`config.mk`:
```
export PLATFORM = sky130hd
export DESIGN_NAME = trace_replay_parser
export DESIGN_NICKNAME = d
export VERILOG_FILES = /design/src/source/trace_fmt_pkg.sv /design/src/source/trace_cfg_pkg.sv /design/src/source/replay_progress_if.sv /design/src/source/trace_replay_parser.sv /design/src/source/unit_assembler.sv /design/src/source/replay_progress.sv /design/src/source/trace_shift_buf.sv
export SDC_FILE = /design/constraint.sdc
export NUM_CORES = 1
export LEC_CHECK = 0
export BUFFER_PORTS_ARGS = -buffer_cell sky130_fd_sc_hd__buf_2
export CAP_MARGIN = 0
export CORE_UTILIZATION = 40
export CTS_CLUSTER_SIZE = 30
export DETAILED_ROUTE_END_ITERATION = 16
export HOLD_SLACK_MARGIN = 0.12
export PLACE_DENSITY = 0.66
export SLEW_MARGIN = 0
export SYNTH_ARGS = -nofsm -noshare
export SYNTH_HDL_FRONTEND = slang
export SYNTH_SLANG_ARGS = --single-unit
```
`constraint.sdc`:
```
create_clock -name clk -period 5.4 [get_ports clk]
set_clock_uncertainty 0.1 [all_clocks]
set_input_delay 0.54 -clock clk [delete_from_list [all_inputs] [get_ports clk]]
set_output_delay 0.54 -clock clk [all_outputs]
set_load 0.03 [all_outputs]
```
`src/source/trace_fmt_pkg.sv`:
```
package trace_fmt_pkg;

    // LO half of the shift buffer
    // EMPTY only until the first beat moves down from HI
    typedef enum logic [1:0] {
        EMPTY,
        HEADER,
        BODY
    } lo_state_t;

    // assembler, DONE is the cycle the unit is written out
    typedef enum logic [1:0] {
        WAIT_HEADER,
        WAIT_BODY,
        DONE
    } asm_state_t;

    // length field of a unit sits at the bottom of its first aligned word
    // the field holds the unit length in bits, low alignment bits are zero
    localparam int HEADER_LSB = 0;

endpackage

```
`src/source/trace_cfg_pkg.sv`:
```
package trace_cfg_pkg;

    // bits per input beat read from the trace FIFO
    localparam int BEAT_WIDTH = 64;

    // every logging unit starts on a multiple of this
    localparam int ALIGN_WIDTH = 8;

    // widest logging unit, multiple of both beat and alignment, longer than a beat
    localparam int UNIT_WIDTH = 256;

    // width of the replay bit totals and the progress report
    localparam int COUNT_WIDTH = 64;

endpackage
```
`src/source/replay_progress_if.sv`:
```
`timescale 1ns/100ps

interface replay_progress_if #(
    parameter int ALIGN_WIDTH = trace_cfg_pkg::ALIGN_WIDTH,
    parameter int UNIT_WIDTH  = trace_cfg_pkg::UNIT_WIDTH
);
    // unit length counted in alignment units
    localparam int LEN_WIDTH = $clog2(UNIT_WIDTH + 1) - $clog2(ALIGN_WIDTH);

    // shift buffer side
    logic                 hi_load;
    logic                 hi_free;
    logic                 lo_out;
    logic                 lo_satisfied;
    logic [LEN_WIDTH-1:0] lo_remain_len;

    // progress side
    logic                 pad_last;
    logic                 replay_done;

    modport buf_side (
        output hi_load, hi_free, lo_out, lo_satisfied, lo_remain_len,
        input  pad_last, replay_done
    );

    modport progress_side (
        input  hi_load, hi_free, lo_out, lo_satisfied, lo_remain_len,
        output pad_last, replay_done
    );

endinterface

```
`src/source/trace_replay_parser.sv`:
```
`timescale 1ns/100ps

module trace_replay_parser #(
    parameter int BEAT_WIDTH  = trace_cfg_pkg::BEAT_WIDTH,
    parameter int ALIGN_WIDTH = trace_cfg_pkg::ALIGN_WIDTH,
    parameter int UNIT_WIDTH  = trace_cfg_pkg::UNIT_WIDTH,
    parameter int COUNT_WIDTH = trace_cfg_pkg::COUNT_WIDTH
) (
    input  logic                   clk,
    input  logic                   sync_rst_n,
    // input FIFO, first word falls through
    input  logic [BEAT_WIDTH-1:0]  in_data,
    input  logic                   in_empty,
    output logic                   in_rd_en,
    // output FIFO, almost full is the only back-pressure
    output logic [UNIT_WIDTH-1:0]  out_data,
    output logic                   out_wr_en,
    input  logic                   out_almfull,
    // aligned trace total and bits handed to the assembler so far
    input  logic [COUNT_WIDTH-1:0] replay_bits,
    output logic [COUNT_WIDTH-1:0] rt_replay_bits
);
    localparam int OFFSET_WIDTH = $clog2(UNIT_WIDTH + 1);

    if ((UNIT_WIDTH % BEAT_WIDTH) != 0 || (UNIT_WIDTH % ALIGN_WIDTH) != 0 ||
        UNIT_WIDTH <= BEAT_WIDTH) begin : g_bad_cfg
        $error("trace_replay_parser: bad widths beat %0d align %0d unit %0d",
            BEAT_WIDTH, ALIGN_WIDTH, UNIT_WIDTH);
    end

    // stage between shift buffer and assembler
    logic                    beat_valid;
    logic [BEAT_WIDTH-1:0]   beat_data;
    logic [OFFSET_WIDTH-1:0] beat_len;

    replay_progress_if #(
        .ALIGN_WIDTH (ALIGN_WIDTH),
        .UNIT_WIDTH  (UNIT_WIDTH)
    ) prog_if ();

    trace_shift_buf #(
        .BEAT_WIDTH  (BEAT_WIDTH),
        .ALIGN_WIDTH (ALIGN_WIDTH),
        .UNIT_WIDTH  (UNIT_WIDTH)
    ) shift_buf_i (
        .clk         (clk),
        .sync_rst_n  (sync_rst_n),
        .in_data     (in_data),
        .in_empty    (in_empty),
        .out_almfull (out_almfull),
        .in_rd_en    (in_rd_en),
        .beat_valid  (beat_valid),
        .beat_data   (beat_data),
        .beat_len    (beat_len),
        .prog        (prog_if.buf_side)
    );

    replay_progress #(
        .BEAT_WIDTH  (BEAT_WIDTH),
        .ALIGN_WIDTH (ALIGN_WIDTH),
        .UNIT_WIDTH  (UNIT_WIDTH),
        .COUNT_WIDTH (COUNT_WIDTH)
    ) progress_i (
        .clk            (clk),
        .sync_rst_n     (sync_rst_n),
        .replay_bits    (replay_bits),
        .rt_replay_bits (rt_replay_bits),
        .prog           (prog_if.progress_side)
    );

    unit_assembler #(
        .BEAT_WIDTH (BEAT_WIDTH),
        .UNIT_WIDTH (UNIT_WIDTH)
    ) assembler_i (
        .clk        (clk),
        .sync_rst_n (sync_rst_n),
        .beat_valid (beat_valid),
        .beat_data  (beat_data),
        .beat_len   (beat_len),
        .out_data   (out_data),
        .out_wr_en  (out_wr_en)
    );

endmodule

```
`src/source/unit_assembler.sv`:
```
`timescale 1ns/100ps

module unit_assembler #(
    parameter int  BEAT_WIDTH   = trace_cfg_pkg::BEAT_WIDTH,
    parameter int  UNIT_WIDTH   = trace_cfg_pkg::UNIT_WIDTH,
    localparam int OFFSET_WIDTH = $clog2(UNIT_WIDTH + 1)
) (
    input  logic                    clk,
    input  logic                    sync_rst_n,
    input  logic                    beat_valid,
    input  logic [BEAT_WIDTH-1:0]   beat_data,
    input  logic [OFFSET_WIDTH-1:0] beat_len,
    output logic [UNIT_WIDTH-1:0]   out_data,
    output logic                    out_wr_en
);
    localparam int NUM_BEATS = UNIT_WIDTH / BEAT_WIDTH;
    localparam int IDX_WIDTH = $clog2(NUM_BEATS + 1);
    localparam int SEL_WIDTH = $clog2(NUM_BEATS);

    if ((UNIT_WIDTH % BEAT_WIDTH) != 0 || NUM_BEATS < 2) begin : g_bad_cfg
        $error("unit_assembler: unit %0d is not a multiple of beat %0d above one beat",
            UNIT_WIDTH, BEAT_WIDTH);
    end

    trace_fmt_pkg::asm_state_t          asm_state;
    trace_fmt_pkg::asm_state_t          asm_next;
    logic [NUM_BEATS-1:0][BEAT_WIDTH-1:0] unit_data;
    // beats stored so far, valid in WAIT_BODY and DONE
    logic [IDX_WIDTH-1:0]               beat_idx;
    logic [OFFSET_WIDTH-1:0]            unit_len;
    logic [OFFSET_WIDTH-1:0]            covered_len;
    logic                               first_fits;

    // bits held once the incoming body beat is stored
    assign covered_len = OFFSET_WIDTH'((beat_idx + 1'b1) * BEAT_WIDTH);
    assign first_fits  = beat_len <= OFFSET_WIDTH'(BEAT_WIDTH);

    // DONE needs no stall, the read throttle keeps the output FIFO from filling
    always_comb begin
        asm_next = asm_state;
        case (asm_state)
            trace_fmt_pkg::WAIT_BODY: begin
                if (beat_valid && unit_len <= covered_len) begin
                    asm_next = trace_fmt_pkg::DONE;
                end
            end
            default: begin
                // WAIT_HEADER and DONE both take a header
                if (!beat_valid) begin
                    asm_next = trace_fmt_pkg::WAIT_HEADER;
                end else if (first_fits) begin
                    asm_next = trace_fmt_pkg::DONE;
                end else begin
                    asm_next = trace_fmt_pkg::WAIT_BODY;
                end
            end
        endcase
    end

    always_ff @(posedge clk) begin
        if (!sync_rst_n) begin
            asm_state <= trace_fmt_pkg::WAIT_HEADER;
            beat_idx  <= '0;
            unit_len  <= '0;
        end else begin
            asm_state <= asm_next;
            if (asm_state == trace_fmt_pkg::WAIT_BODY) begin
                beat_idx <= beat_idx + IDX_WIDTH'(beat_valid);
            end else if (beat_valid) begin
                // length only rides meaningfully on a header beat
                unit_len <= beat_len;
                beat_idx <= IDX_WIDTH'(1);
            end
        end
    end

    // in DONE the header of the next unit overwrites slot 0 after the write
    always_ff @(posedge clk) begin
        if (beat_valid) begin
            if (asm_state == trace_fmt_pkg::WAIT_BODY) begin
                unit_data[beat_idx[SEL_WIDTH-1:0]] <= beat_data;
            end else begin
                unit_data[0] <= beat_data;
            end
        end
    end

    assign out_data  = unit_data;
    assign out_wr_en = (asm_state == trace_fmt_pkg::DONE);

    // a length field above the widest unit would walk the slot index off the end
    a_idx_in_unit: assert property (@(posedge clk) disable iff (!sync_rst_n)
        (asm_state == trace_fmt_pkg::WAIT_BODY) |->
            (beat_idx < IDX_WIDTH'(NUM_BEATS)))
        else $error("beat index reached the unit beat count");

endmodule

```
`src/source/replay_progress.sv`:
```
`timescale 1ns/100ps

module replay_progress #(
    parameter int BEAT_WIDTH  = trace_cfg_pkg::BEAT_WIDTH,
    parameter int ALIGN_WIDTH = trace_cfg_pkg::ALIGN_WIDTH,
    parameter int UNIT_WIDTH  = trace_cfg_pkg::UNIT_WIDTH,
    parameter int COUNT_WIDTH = trace_cfg_pkg::COUNT_WIDTH
) (
    input  logic                     clk,
    input  logic                     sync_rst_n,
    input  logic [COUNT_WIDTH-1:0]   replay_bits,
    output logic [COUNT_WIDTH-1:0]   rt_replay_bits,
    replay_progress_if.progress_side prog
);
    localparam int BEAT_BITS      = $clog2(BEAT_WIDTH);
    localparam int ALIGN_BITS     = $clog2(ALIGN_WIDTH);
    localparam int LEN_WIDTH      = $clog2(UNIT_WIDTH + 1) - ALIGN_BITS;
    localparam int BEAT_ALIGNED   = BEAT_WIDTH / ALIGN_WIDTH;
    localparam int BEAT_CNT_WIDTH = COUNT_WIDTH - BEAT_BITS;
    localparam int PKT_CNT_WIDTH  = COUNT_WIDTH - ALIGN_BITS;

    if ((BEAT_WIDTH % ALIGN_WIDTH) != 0 || UNIT_WIDTH <= BEAT_WIDTH ||
        COUNT_WIDTH <= BEAT_BITS) begin : g_bad_cfg
        $error("replay_progress: bad widths beat %0d align %0d count %0d",
            BEAT_WIDTH, ALIGN_WIDTH, COUNT_WIDTH);
    end

    logic [COUNT_WIDTH-1:0]    bits_ceil;
    logic [BEAT_CNT_WIDTH-1:0] beat_total;
    logic [BEAT_CNT_WIDTH-1:0] beat_cnt;
    logic [PKT_CNT_WIDTH-1:0]  pkt_cnt;
    logic [LEN_WIDTH-1:0]      pkt_add;

    // whole beats that hold the trace, the last one partly zero
    assign bits_ceil  = replay_bits + COUNT_WIDTH'(BEAT_WIDTH - 1);
    assign beat_total = bits_ceil[COUNT_WIDTH-1:BEAT_BITS];

    // pad beats count too, so the count moves past the total after one pad
    always_ff @(posedge clk) begin
        if (!sync_rst_n) begin
            beat_cnt <= '0;
        end else if (prog.hi_load || prog.pad_last) begin
            beat_cnt <= beat_cnt + 1'b1;
        end
    end

    // one zero beat pushes the tail of the last unit out of LO
    assign prog.pad_last = (beat_cnt != '0) && (beat_cnt == beat_total) && prog.hi_free;

    // addend is registered to keep the adder off the LO send path
    always_ff @(posedge clk) begin
        if (!sync_rst_n) begin
            pkt_cnt <= '0;
            pkt_add <= '0;
        end else begin
            pkt_cnt <= pkt_cnt + PKT_CNT_WIDTH'(pkt_add);
            if (prog.lo_out && !prog.replay_done) begin
                pkt_add <= prog.lo_satisfied ? prog.lo_remain_len : LEN_WIDTH'(BEAT_ALIGNED);
            end else begin
                pkt_add <= '0;
            end
        end
    end

    // counts the addend in flight, so the next send after the last packet is blocked
    assign prog.replay_done = replay_bits[COUNT_WIDTH-1:ALIGN_BITS] ==
                              (pkt_cnt + PKT_CNT_WIDTH'(pkt_add));

    assign rt_replay_bits = {pkt_cnt, {ALIGN_BITS{1'b0}}};

    a_pad_not_with_read: assert property (@(posedge clk) disable iff (!sync_rst_n)
        !(prog.pad_last && prog.hi_load))
        else $error("zero pad and trace read in the same cycle");

endmodule

```
`src/source/trace_shift_buf.sv`:
```
`timescale 1ns/100ps

module trace_shift_buf #(
    parameter int  BEAT_WIDTH   = trace_cfg_pkg::BEAT_WIDTH,
    parameter int  ALIGN_WIDTH  = trace_cfg_pkg::ALIGN_WIDTH,
    parameter int  UNIT_WIDTH   = trace_cfg_pkg::UNIT_WIDTH,
    localparam int OFFSET_WIDTH = $clog2(UNIT_WIDTH + 1)
) (
    input  logic                    clk,
    input  logic                    sync_rst_n,
    input  logic [BEAT_WIDTH-1:0]   in_data,
    input  logic                    in_empty,
    input  logic                    out_almfull,
    output logic                    in_rd_en,
    output logic                    beat_valid,
    output logic [BEAT_WIDTH-1:0]   beat_data,
    output logic [OFFSET_WIDTH-1:0] beat_len,
    replay_progress_if.buf_side     prog
);
    localparam int ALIGN_BITS   = $clog2(ALIGN_WIDTH);
    localparam int LEN_WIDTH    = OFFSET_WIDTH - ALIGN_BITS;
    // aligned words per beat and the offset that walks them inside LO
    localparam int BEAT_ALIGNED = BEAT_WIDTH / ALIGN_WIDTH;
    localparam int OFF_WIDTH    = $clog2(BEAT_ALIGNED);
    // room for remain plus offset without wrapping
    localparam int EXH_WIDTH    = LEN_WIDTH + OFF_WIDTH;

    if ((UNIT_WIDTH % BEAT_WIDTH) != 0 || (BEAT_WIDTH % ALIGN_WIDTH) != 0 ||
        UNIT_WIDTH <= BEAT_WIDTH || BEAT_WIDTH <= ALIGN_WIDTH ||
        ALIGN_WIDTH != (1 << ALIGN_BITS) || BEAT_WIDTH != (1 << $clog2(BEAT_WIDTH))) begin : g_bad_cfg
        $error("trace_shift_buf: bad widths beat %0d align %0d unit %0d",
            BEAT_WIDTH, ALIGN_WIDTH, UNIT_WIDTH);
    end

    // [BEAT_WIDTH +: BEAT_WIDTH] is HI, [0 +: BEAT_WIDTH] is LO
    logic [2*BEAT_WIDTH-1:0]         shift_buf;
    logic                            hi_full;
    logic                            hi_lo_shift;
    trace_fmt_pkg::lo_state_t        lo_state;
    logic                            lo_empty;
    logic                            lo_out;
    logic                            lo_exhaust;
    logic                            lo_satisfied;
    logic [OFF_WIDTH-1:0]            lo_off;
    logic [OFF_WIDTH+ALIGN_BITS-1:0] lo_shamt;
    logic [BEAT_WIDTH-1:0]           lo_out_data;
    logic [LEN_WIDTH-1:0]            lo_remain_len;
    logic [LEN_WIDTH-1:0]            lo_remain_reg;

    // a beat is only pulled when HI is free now or empties into LO this cycle
    assign in_rd_en = !in_empty && !out_almfull && (!hi_full || hi_lo_shift);

    // HI state machine, loaded by a read or by the end of trace zero pad
    always_ff @(posedge clk) begin
        if (!sync_rst_n) begin
            hi_full <= 1'b0;
        end else if (in_rd_en || prog.pad_last) begin
            hi_full <= 1'b1;
        end else if (hi_lo_shift) begin
            hi_full <= 1'b0;
        end
    end

    // LO only sends while HI holds the continuation of its data
    assign lo_empty = (lo_state == trace_fmt_pkg::EMPTY);
    assign lo_out   = hi_full && !lo_empty;

    // window of one beat starting at the current unit position
    assign lo_shamt    = {lo_off, {ALIGN_BITS{1'b0}}};
    assign lo_out_data = shift_buf[lo_shamt +: BEAT_WIDTH];

    // header state decodes the length, body state uses what is left of it
    always_comb begin
        case (lo_state)
            trace_fmt_pkg::HEADER:
                lo_remain_len = lo_out_data[trace_fmt_pkg::HEADER_LSB + ALIGN_BITS +: LEN_WIDTH];
            trace_fmt_pkg::BODY:
                lo_remain_len = lo_remain_reg;
            default:
                lo_remain_len = '0;
        endcase
    end

    // LO is used up once the unit reaches or crosses its top
    assign lo_exhaust = (EXH_WIDTH'(lo_remain_len) + EXH_WIDTH'(lo_off)) >=
                        EXH_WIDTH'(BEAT_ALIGNED);
    // this beat carries the tail of the unit
    assign lo_satisfied = lo_remain_len <= LEN_WIDTH'(BEAT_ALIGNED);
    assign hi_lo_shift  = hi_full && (lo_empty || (lo_out && lo_exhaust));

    // LO state machine
    // a satisfied send always lands on the next header, offset wraps mod a beat
    always_ff @(posedge clk) begin
        if (!sync_rst_n) begin
            lo_state <= trace_fmt_pkg::EMPTY;
            lo_off   <= '0;
        end else if (lo_empty) begin
            if (hi_lo_shift) begin
                lo_state <= trace_fmt_pkg::HEADER;
            end
        end else if (lo_out && lo_satisfied) begin
            lo_state <= trace_fmt_pkg::HEADER;
            lo_off   <= lo_off + lo_remain_len[OFF_WIDTH-1:0];
        end else if (lo_out) begin
            // not satisfied means exhausted, HI moves down and the unit goes on
            lo_state <= trace_fmt_pkg::BODY;
        end
    end

    // only read back in BODY, which always follows a write here
    always_ff @(posedge clk) begin
        if (lo_out && !lo_satisfied) begin
            lo_remain_reg <= lo_remain_len - LEN_WIDTH'(BEAT_ALIGNED);
        end
    end

    always_ff @(posedge clk) begin
        if (in_rd_en) begin
            shift_buf[BEAT_WIDTH +: BEAT_WIDTH] <= in_data;
        end else if (prog.pad_last) begin
            shift_buf[BEAT_WIDTH +: BEAT_WIDTH] <= '0;
        end
        if (hi_lo_shift) begin
            shift_buf[0 +: BEAT_WIDTH] <= shift_buf[BEAT_WIDTH +: BEAT_WIDTH];
        end
    end

    assign prog.hi_load       = in_rd_en;
    assign prog.hi_free       = !hi_full || hi_lo_shift;
    assign prog.lo_out        = lo_out;
    assign prog.lo_satisfied  = lo_satisfied;
    assign prog.lo_remain_len = lo_remain_len;

    // register barrier toward the assembler
    // trailing padding is dropped once every aligned packet went out
    always_ff @(posedge clk) begin
        if (!sync_rst_n) begin
            beat_valid <= 1'b0;
        end else begin
            beat_valid <= lo_out && !prog.replay_done;
        end
    end

    always_ff @(posedge clk) begin
        beat_data <= lo_out_data;
        beat_len  <= {lo_remain_len, {ALIGN_BITS{1'b0}}};
    end

    // the pad request comes from the progress counter and needs room in HI
    a_hi_no_overwrite: assert property (@(posedge clk) disable iff (!sync_rst_n)
        prog.pad_last |-> (!hi_full || hi_lo_shift))
        else $error("HI loaded while full and not shifting");

endmodule

```
==> results of run 1 <==
metrics by stage:
step / hold WS [ns] / instance area, µm²
after CTS: 0.1213 / 33540
after detailed placement: 0.3093 / 30950
after global placement: 0.3090 / 30950
after global routing: 0.1225 / 33590
final: 0.1424 / 33590
after floorplan: 0.3003 / 27730
worst max path at each step:
stage	end	slack [ns]	cells after the start
2_1_floorplan	shift_buf_i.shift_buf[0]$_DFFE_PP_	0.07	14
3_3_place_gp	progress_i.beat_cnt[40]$_SDFFE_PN0P_	0.53	13
3_5_place_dp	progress_i.beat_cnt[38]$_SDFFE_PN0P_	0.34	13
4_1_cts	in_rd_en	0.17	14
5_1_grt	in_rd_en	0.01	16
6_report	in_rd_en	0.26	14
per-layer routing:
| layer | vias up | routed length (µm) | share of wire [%] | track usage, % |
|---|---|---|---|---|
| met2 | 952 | 41070 | 47 | 39.34 |
| met3 | 169 | 5690 | 6.5 | 3.675 |
| met1 | 10420 | 37290 | 43 | 32.02 |
| li1 | 9779 | - | - | - |
| met4 | 4 | 3074 | 3.5 | 8.436 |
| met5 | - | 31 | 0.036 | 0 |
power breakdown:
group          switching, W  internal (W)
registers         0.0000640       0.00496
clock network       0.00195       0.00274
logic              0.000315      0.000191
repair_timing:
item                                    CTS  global route
buffers inserted                          1             1
hold buffers                             26             3
endpoints found under the setup margin    1             1
hold endpoints to repair                 26             3
gates resized for setup                   1             1
cloned                                    1             0
cell type report:
type / count / area share, %
Antenna cell: 3 / 0.02235
Timing Repair inverter: 1 / 0.01490
Tap cell: 931 / 3.468
Clock buffer: 87 / 5.430
Sequential cell: 603 / 47.59
Timing Repair Buffer: 520 / 8.533
Inverter: 46 / 0.5252
Clock inverter: 35 / 1.464
Multi-Input combinational cell: 1660 / 32.95
cells by family (layout without fill, tap and decap cells):
logic type	Yosys count	in the layout
buffers and inverters	175	689
adders and majority gates	27	27
AOI/OAI and AO/OA	312	312
and+or+nand+nor	977	977
other	1	8
xor gates and xnor gates	211	211
DFF	603	603
muxes	128	128
worst reg2reg max path, delay by kind of cell (launching register included):
family / cells / cell delay, ns
adders and majority gates: 1 / 0.24
muxes: 2 / 0.91
and+or+nand+nor: 6 / 1.30
DFF: 1 / 0.46
buffers and inverters: 4 / 0.85
AOI/OAI and AO/OA: 4 / 1.05
cell usage in the layout (no fill, tap or decap), types with 36 or more instances in the layout:
cell type / netlist / routed
nor2b_1: 75 / 74
nor4_1: 51 / 50
xnor2_1: 123 / 123
a21oi_1: 91 / 91
inv_1: 44 / 42
clkbuf_16: 0 / 66
nor3_1: 47 / 47
o21ai_0: 90 / 90
nor2_1: 163 / 162
dfxtp_1: 213 / 210
and2_1: 92 / 92
nand3_1: 103 / 103
xor2_1: 86 / 86
mux2i_1: 76 / 76
edfxtp_1: 390 / 390
nand2_1: 237 / 237
buf_4: 6 / 38
buf_2: 22 / 450
nand4_1: 47 / 47
and3_1: 39 / 36
==> run_results.csv, run 1 <==
group,metric,value,unit
status,outcome,"complete, no violations",
cts,clk_pin_slew,0.06,ns
setup_path,startpoint_type,"flip-flop",
floorplan,io_pins,454,
floorplan,start_util,40.41,%
routing,drt_pre_antenna_iters,5,
routing,drt_iter0_drc,2108,
cells_and_area,final_layout_size_suffix_gt1_share,23.81,%
grt,grt_max_degree,85,
setup_path,crit_fanout,26,
sta,max_slew.worst_pin.slew,1.199,ns
setup_path,path_delay_family,"buffers and inverters",
grt,overflow,0,
logic_synthesis,synth_edf_count,390,
placement,pre_cts_slack,0.3433,ns
cts,max-clock-path-buffers,3,
setup_path,reg2reg_setup_slack,0.42,ns
setup_path,end_kind,"primary output",
hold_path,hold_end,"shift_buf_i.shift_buf[103]$_SDFFCE_PN0P_",
setup_path,cpMostUsedCell,"buf_4",
grt,grt_pass1_wl,127100,µm
sta,hold_viol_final,0,
logic_synthesis,netlist_area,0.02772,mm²
logic_synthesis,synth-compound-area-share,7.187,%
setup_path,r2r_end,"progress_i.beat_cnt[38]$_SDFFE_PN0P_",
setup_path,crit_buf_inv,6,
sta,fmax,194.4,MHz
placement,gp_congestion,0.9499,
sta,rsz0062_at_grt,"no",
cells_and_area,largest_reg_flops,256,
setup_path,required,4.76,ns
logic_synthesis,synthAdderAreaFrac,1.273,%
cts,clock_tree.root_cell,"clkbuf_16",
floorplan,die_w,265.2,µm
cts,htreeDepth,3,
pwr,finalPower,0.01021,W
logic_synthesis,synthTopCellsByCount,"390 x edfxtp_1, 237 x nand2_1, 213 x dfxtp_1",
cells_and_area,utilization,48.98,%
floorplan,die_h,265.2,µm
cells_and_area,fin_cells,3886,
logic_synthesis,synth_top_area_share,42.26,%
logic_synthesis,synth_area_leaders,"edfxtp_1 42%, dfxtp_1 15%, xnor2_1 3.9%",
cells_and_area,finish.net_count,3057,
logic_synthesis,synthMuxAreaShare,6.076,%
floorplan,die_area,0.07034,mm²
setup_path,rr_startpoint,"shift_buf_i.lo_off[0]$_SDFFE_PN0P_",
logic_synthesis,synth_seq_cells,603,
sta,finalCritPeriodShare,95.28,%
logic_synthesis,synth_cell_types,87,
cells_and_area,fillers,6109,
cells_and_area,area.growth.synth_to_final,21.21,%
hold_path,worstHoldStart,"in_data[39]",
logic_synthesis,ys_warn_count,0,
job,drv.max_cap_violation_count,0,
routing,postRouteAntennaNets,0,
pwr,p_leak,12.49,nW
placement,hpwlAfterDp,65830,µm
logic_synthesis,synthArstFlopShare,0,%
logic_synthesis,ys.flop_type,"edfxtp_1",
grt,antenna_found_initial,3,
routing,vias,21330,
sta,slew_headroom,20.04,%
routing,finalWirelength,87160,µm
logic_synthesis,syn-instance-count,2434,
logic_synthesis,yosysMostFrequentCell,"edfxtp_1",
grt,grt_pass1_vias,20140,
hold_path,min_delay_path_depth,2,
cts,clock-sinks,603,
routing,via_per_inst,5.488,
sta,setup_viol,0,
setup_path,critPathArrivalTime,4.50,ns
grt,grt_use_total,23.91,%
setup_path,worstPathCellList,"buf_4 > buf_4 > mux4_2 > mux2_2 > a22o_1 > nand2_1 > inv_1 > ha_1 > a221oi_1 > mux2i_1 > o21ai_0 > buf_4 > clkinvlp_4 > buf_2",
sta,layout_min_cycle_time,5.145,ns
placement,numPlacedInstances,3729,
sta,setup_tns,0,ns
logic_synthesis,post_synth.cell_area_avg,11.39,µm²
logic_synthesis,synth_top_cell_by_area,"edfxtp_1",
floorplan,fp-row-count,96,
cells_and_area,seqCellArea,0.01599,mm²
logic_synthesis,synth-xor-area-share,6.767,%
routing,detail_route.wl_per_cell,22.43,µm
setup_path,critPathLaunch,"shift_buf_i.lo_off[0]$_SDFFE_PN0P_",
cts,cts_buffers,66,
logic_synthesis,synth_top_family_by_area,"simple AND/OR/NAND/NOR gates",
floorplan,coreArea,0.06859,mm²
pwr,pwr_density_cell,304.0,mW/mm²
setup_path,r2r_cells,17,
pwr,peakVddDrop,0.2147,mV
hold_path,hold_class,"in2reg",
sta,drv_slew,0,
cts,tritoncts,"built",
setup_path,max_stage_delay,0.58,ns
routing,route.detailed.drc,0,
logic_synthesis,synth_seq_area_share,57.64,%
cts,worstSkewPairLatency,0.63,ns
setup_path,path_class,"reg2out",
cells_and_area,multi_input_comb_area,0.01107,mm²
sta,fin_ws,0.2550,ns
placement,numPortBuffers,450,
setup_path,slowest_stage,"mux4_2",
logic_synthesis,synthSimpleGateAreaFrac,18.44,%
Power figures use the tool's default switching activity.
==> run 2: changes to the inputs <==
--- a/config.mk
+++ b/config.mk
@@ -11,7 +11,6 @@
 export CTS_CLUSTER_SIZE = 30
 export DETAILED_ROUTE_END_ITERATION = 16
 export HOLD_SLACK_MARGIN = 0.12
-export PLACE_DENSITY = 0.66
 export SLEW_MARGIN = 0
 export SYNTH_ARGS = -nofsm -noshare
 export SYNTH_HDL_FRONTEND = slang
==> run_results.csv, run 2 (synthesis results as in run 1) <==
group,metric,value,unit
placement,gp_congestion,0.9424,
sta,setup_tns,0,ns
grt,grt_use_total,24.53,%
cts,max-clock-path-buffers,3,
sta,finalCritPeriodShare,93.68,%
sta,slew_headroom,35.05,%
job,drv.max_cap_violation_count,0,
hold_path,hold_class,"in2reg",
setup_path,startpoint_type,"flip-flop",
sta,fmax,197.7,MHz
placement,numPortBuffers,450,
floorplan,fp-row-count,96,
routing,finalWirelength,88780,µm
setup_path,worstPathCellList,"mux4_2 > nand2_1 > nand2_1 > a22o_1 > nand2_1 > inv_1 > ha_1 > fa_1 > a21oi_1 > inv_1 > a221oi_1 > mux2i_1 > o21ai_1 > inv_4 > buf_2",
cts,htreeDepth,3,
setup_path,required,4.76,ns
cells_and_area,final_layout_size_suffix_gt1_share,23.76,%
routing,route.detailed.drc,0,
setup_path,slowest_stage,"mux4_2",
setup_path,crit_buf_inv,4,
sta,hold_viol_final,0,
floorplan,coreArea,0.06859,mm²
grt,antenna_found_initial,6,
sta,fin_ws,0.3414,ns
cts,clock-sinks,603,
cts,tritoncts,"built",
routing,vias,21240,
sta,rsz0062_at_grt,"no",
sta,layout_min_cycle_time,5.059,ns
cells_and_area,final_cell_mix,"450 x buf_2, 390 x edfxtp_1, 237 x nand2_1, 210 x dfxtp_1, 162 x nor2_1",
setup_path,critPathArrivalTime,4.42,ns
floorplan,die_w,265.2,µm
setup_path,max_stage_delay,0.57,ns
setup_path,end_kind,"primary output",
cells_and_area,area.growth.synth_to_final,21.19,%
setup_path,cpMostUsedCell,"nand2_1",
routing,postRouteAntennaNets,0,
cts,clock_tree.root_cell,"clkbuf_16",
grt,grt_max_degree,79,
cts,worstSkewPairLatency,0.63,ns
sta,drv_slew,0,
pwr,peakVddDrop,0.2245,mV
cts,clk_pin_slew,0.06,ns
sta,max_slew.worst_pin.slew,0.9743,ns
pwr,pwr_density_cell,310.6,mW/mm²
cells_and_area,finish.net_count,3046,
cells_and_area,fin_cells,3878,
cells_and_area,mostFrequentLayoutCell,"buf_2",
sta,setup_viol,0,
grt,grt_pass1_vias,20040,
cells_and_area,largest_reg_flops,256,
pwr,p_leak,12.51,nW
placement,numPlacedInstances,3732,
cts,post_cts_buffers,0,
routing,drt_pre_antenna_iters,6,
routing,detail_route.wl_per_cell,22.89,µm
floorplan,die_area,0.07034,mm²
status,outcome,"complete, no violations",
cts,cts_buffers,67,
floorplan,die_h,265.2,µm
floorplan,start_util,40.41,%
setup_path,crit_fanout,32,
grt,overflow,0,
placement,pre_cts_slack,0.2621,ns
placement,hpwlAfterDp,67110,µm
routing,via_per_inst,5.477,
setup_path,path_class,"reg2out",
setup_path,reg2reg_setup_slack,0.50,ns
floorplan,io_pins,454,
setup_path,path_delay_family,"compound AO/OA/AOI/OAI gates",
routing,drt_iter0_drc,1904,
grt,grt_pass1_wl,130000,µm
run 2: path summary, 6_finish.rpt:
path,start,to,depth (start not counted)
hold / removal,in_data[24],shift_buf_i.shift_buf[88]$_SDFFCE_PN0P_,2
hold reg to reg,shift_buf_i.shift_buf[120]$_SDFFCE_PN0P_,shift_buf_i.shift_buf[56]$_DFFE_PP_,0
setup / recovery,shift_buf_i.lo_off[0]$_SDFFE_PN0P_,in_rd_en,15
setup reg to reg,shift_buf_i.lo_off[0]$_SDFFE_PN0P_,progress_i.beat_cnt[47]$_SDFFE_PN0P_,19
run 2: per-layer routing:
layer,up-vias,share of wire (%),global-route usage (%)
met5,-,0,0
met4,0,3.7,9.967
met3,172,6.1,3.342
met2,878,48,40.11
met1,10430,43,32.87
li1,9756,-,-
run 2: final cells by class:
class                   count  area [µm²]
diodes                      5       12.51
clock buffers              96        1901
clock inverters            28       520.5
fillers                  6213       35000
inverters                  46       176.4
multi-input cells        1660       11060
flip-flops and latches    603       15990
well taps                 931        1165
repair buffers            509        2763
run 2: through the flow:
step | hold slack (ns) | utilization, % | total power (W) | instance area [µm²]
3_5_place_dp | 0.3063 | 45.17 | 0.005602 | 30980
3_3_place_gp | 0.3087 | 45.17 | 0.005596 | 30980
2_1_floorplan | 0.3003 | - | 0.005366 | 27730
4_1_cts | 0.1205 | 48.95 | 0.01052 | 33570
6_report | 0.1441 | 48.97 | 0.01043 | 33590
5_1_grt | 0.1285 | 48.96 | 0.01076 | 33580
run 2: repair_timing:
action                                  4_1_cts  5_1_grt
hold buffers                                 17        0
endpoints found under the setup margin        1        1
gates resized for setup                       1        3
cloned                                        0        0
endpoints found under the hold margin        17        0
run 2: where the power goes:
group	leakage [nW]	internal (W)	total, W	switching, W
clock network	1.17	0.00294	0.00491	0.00197
registers	5.35	0.00496	0.00502	0.0000650
logic	5.99	0.000186	0.000501	0.000315
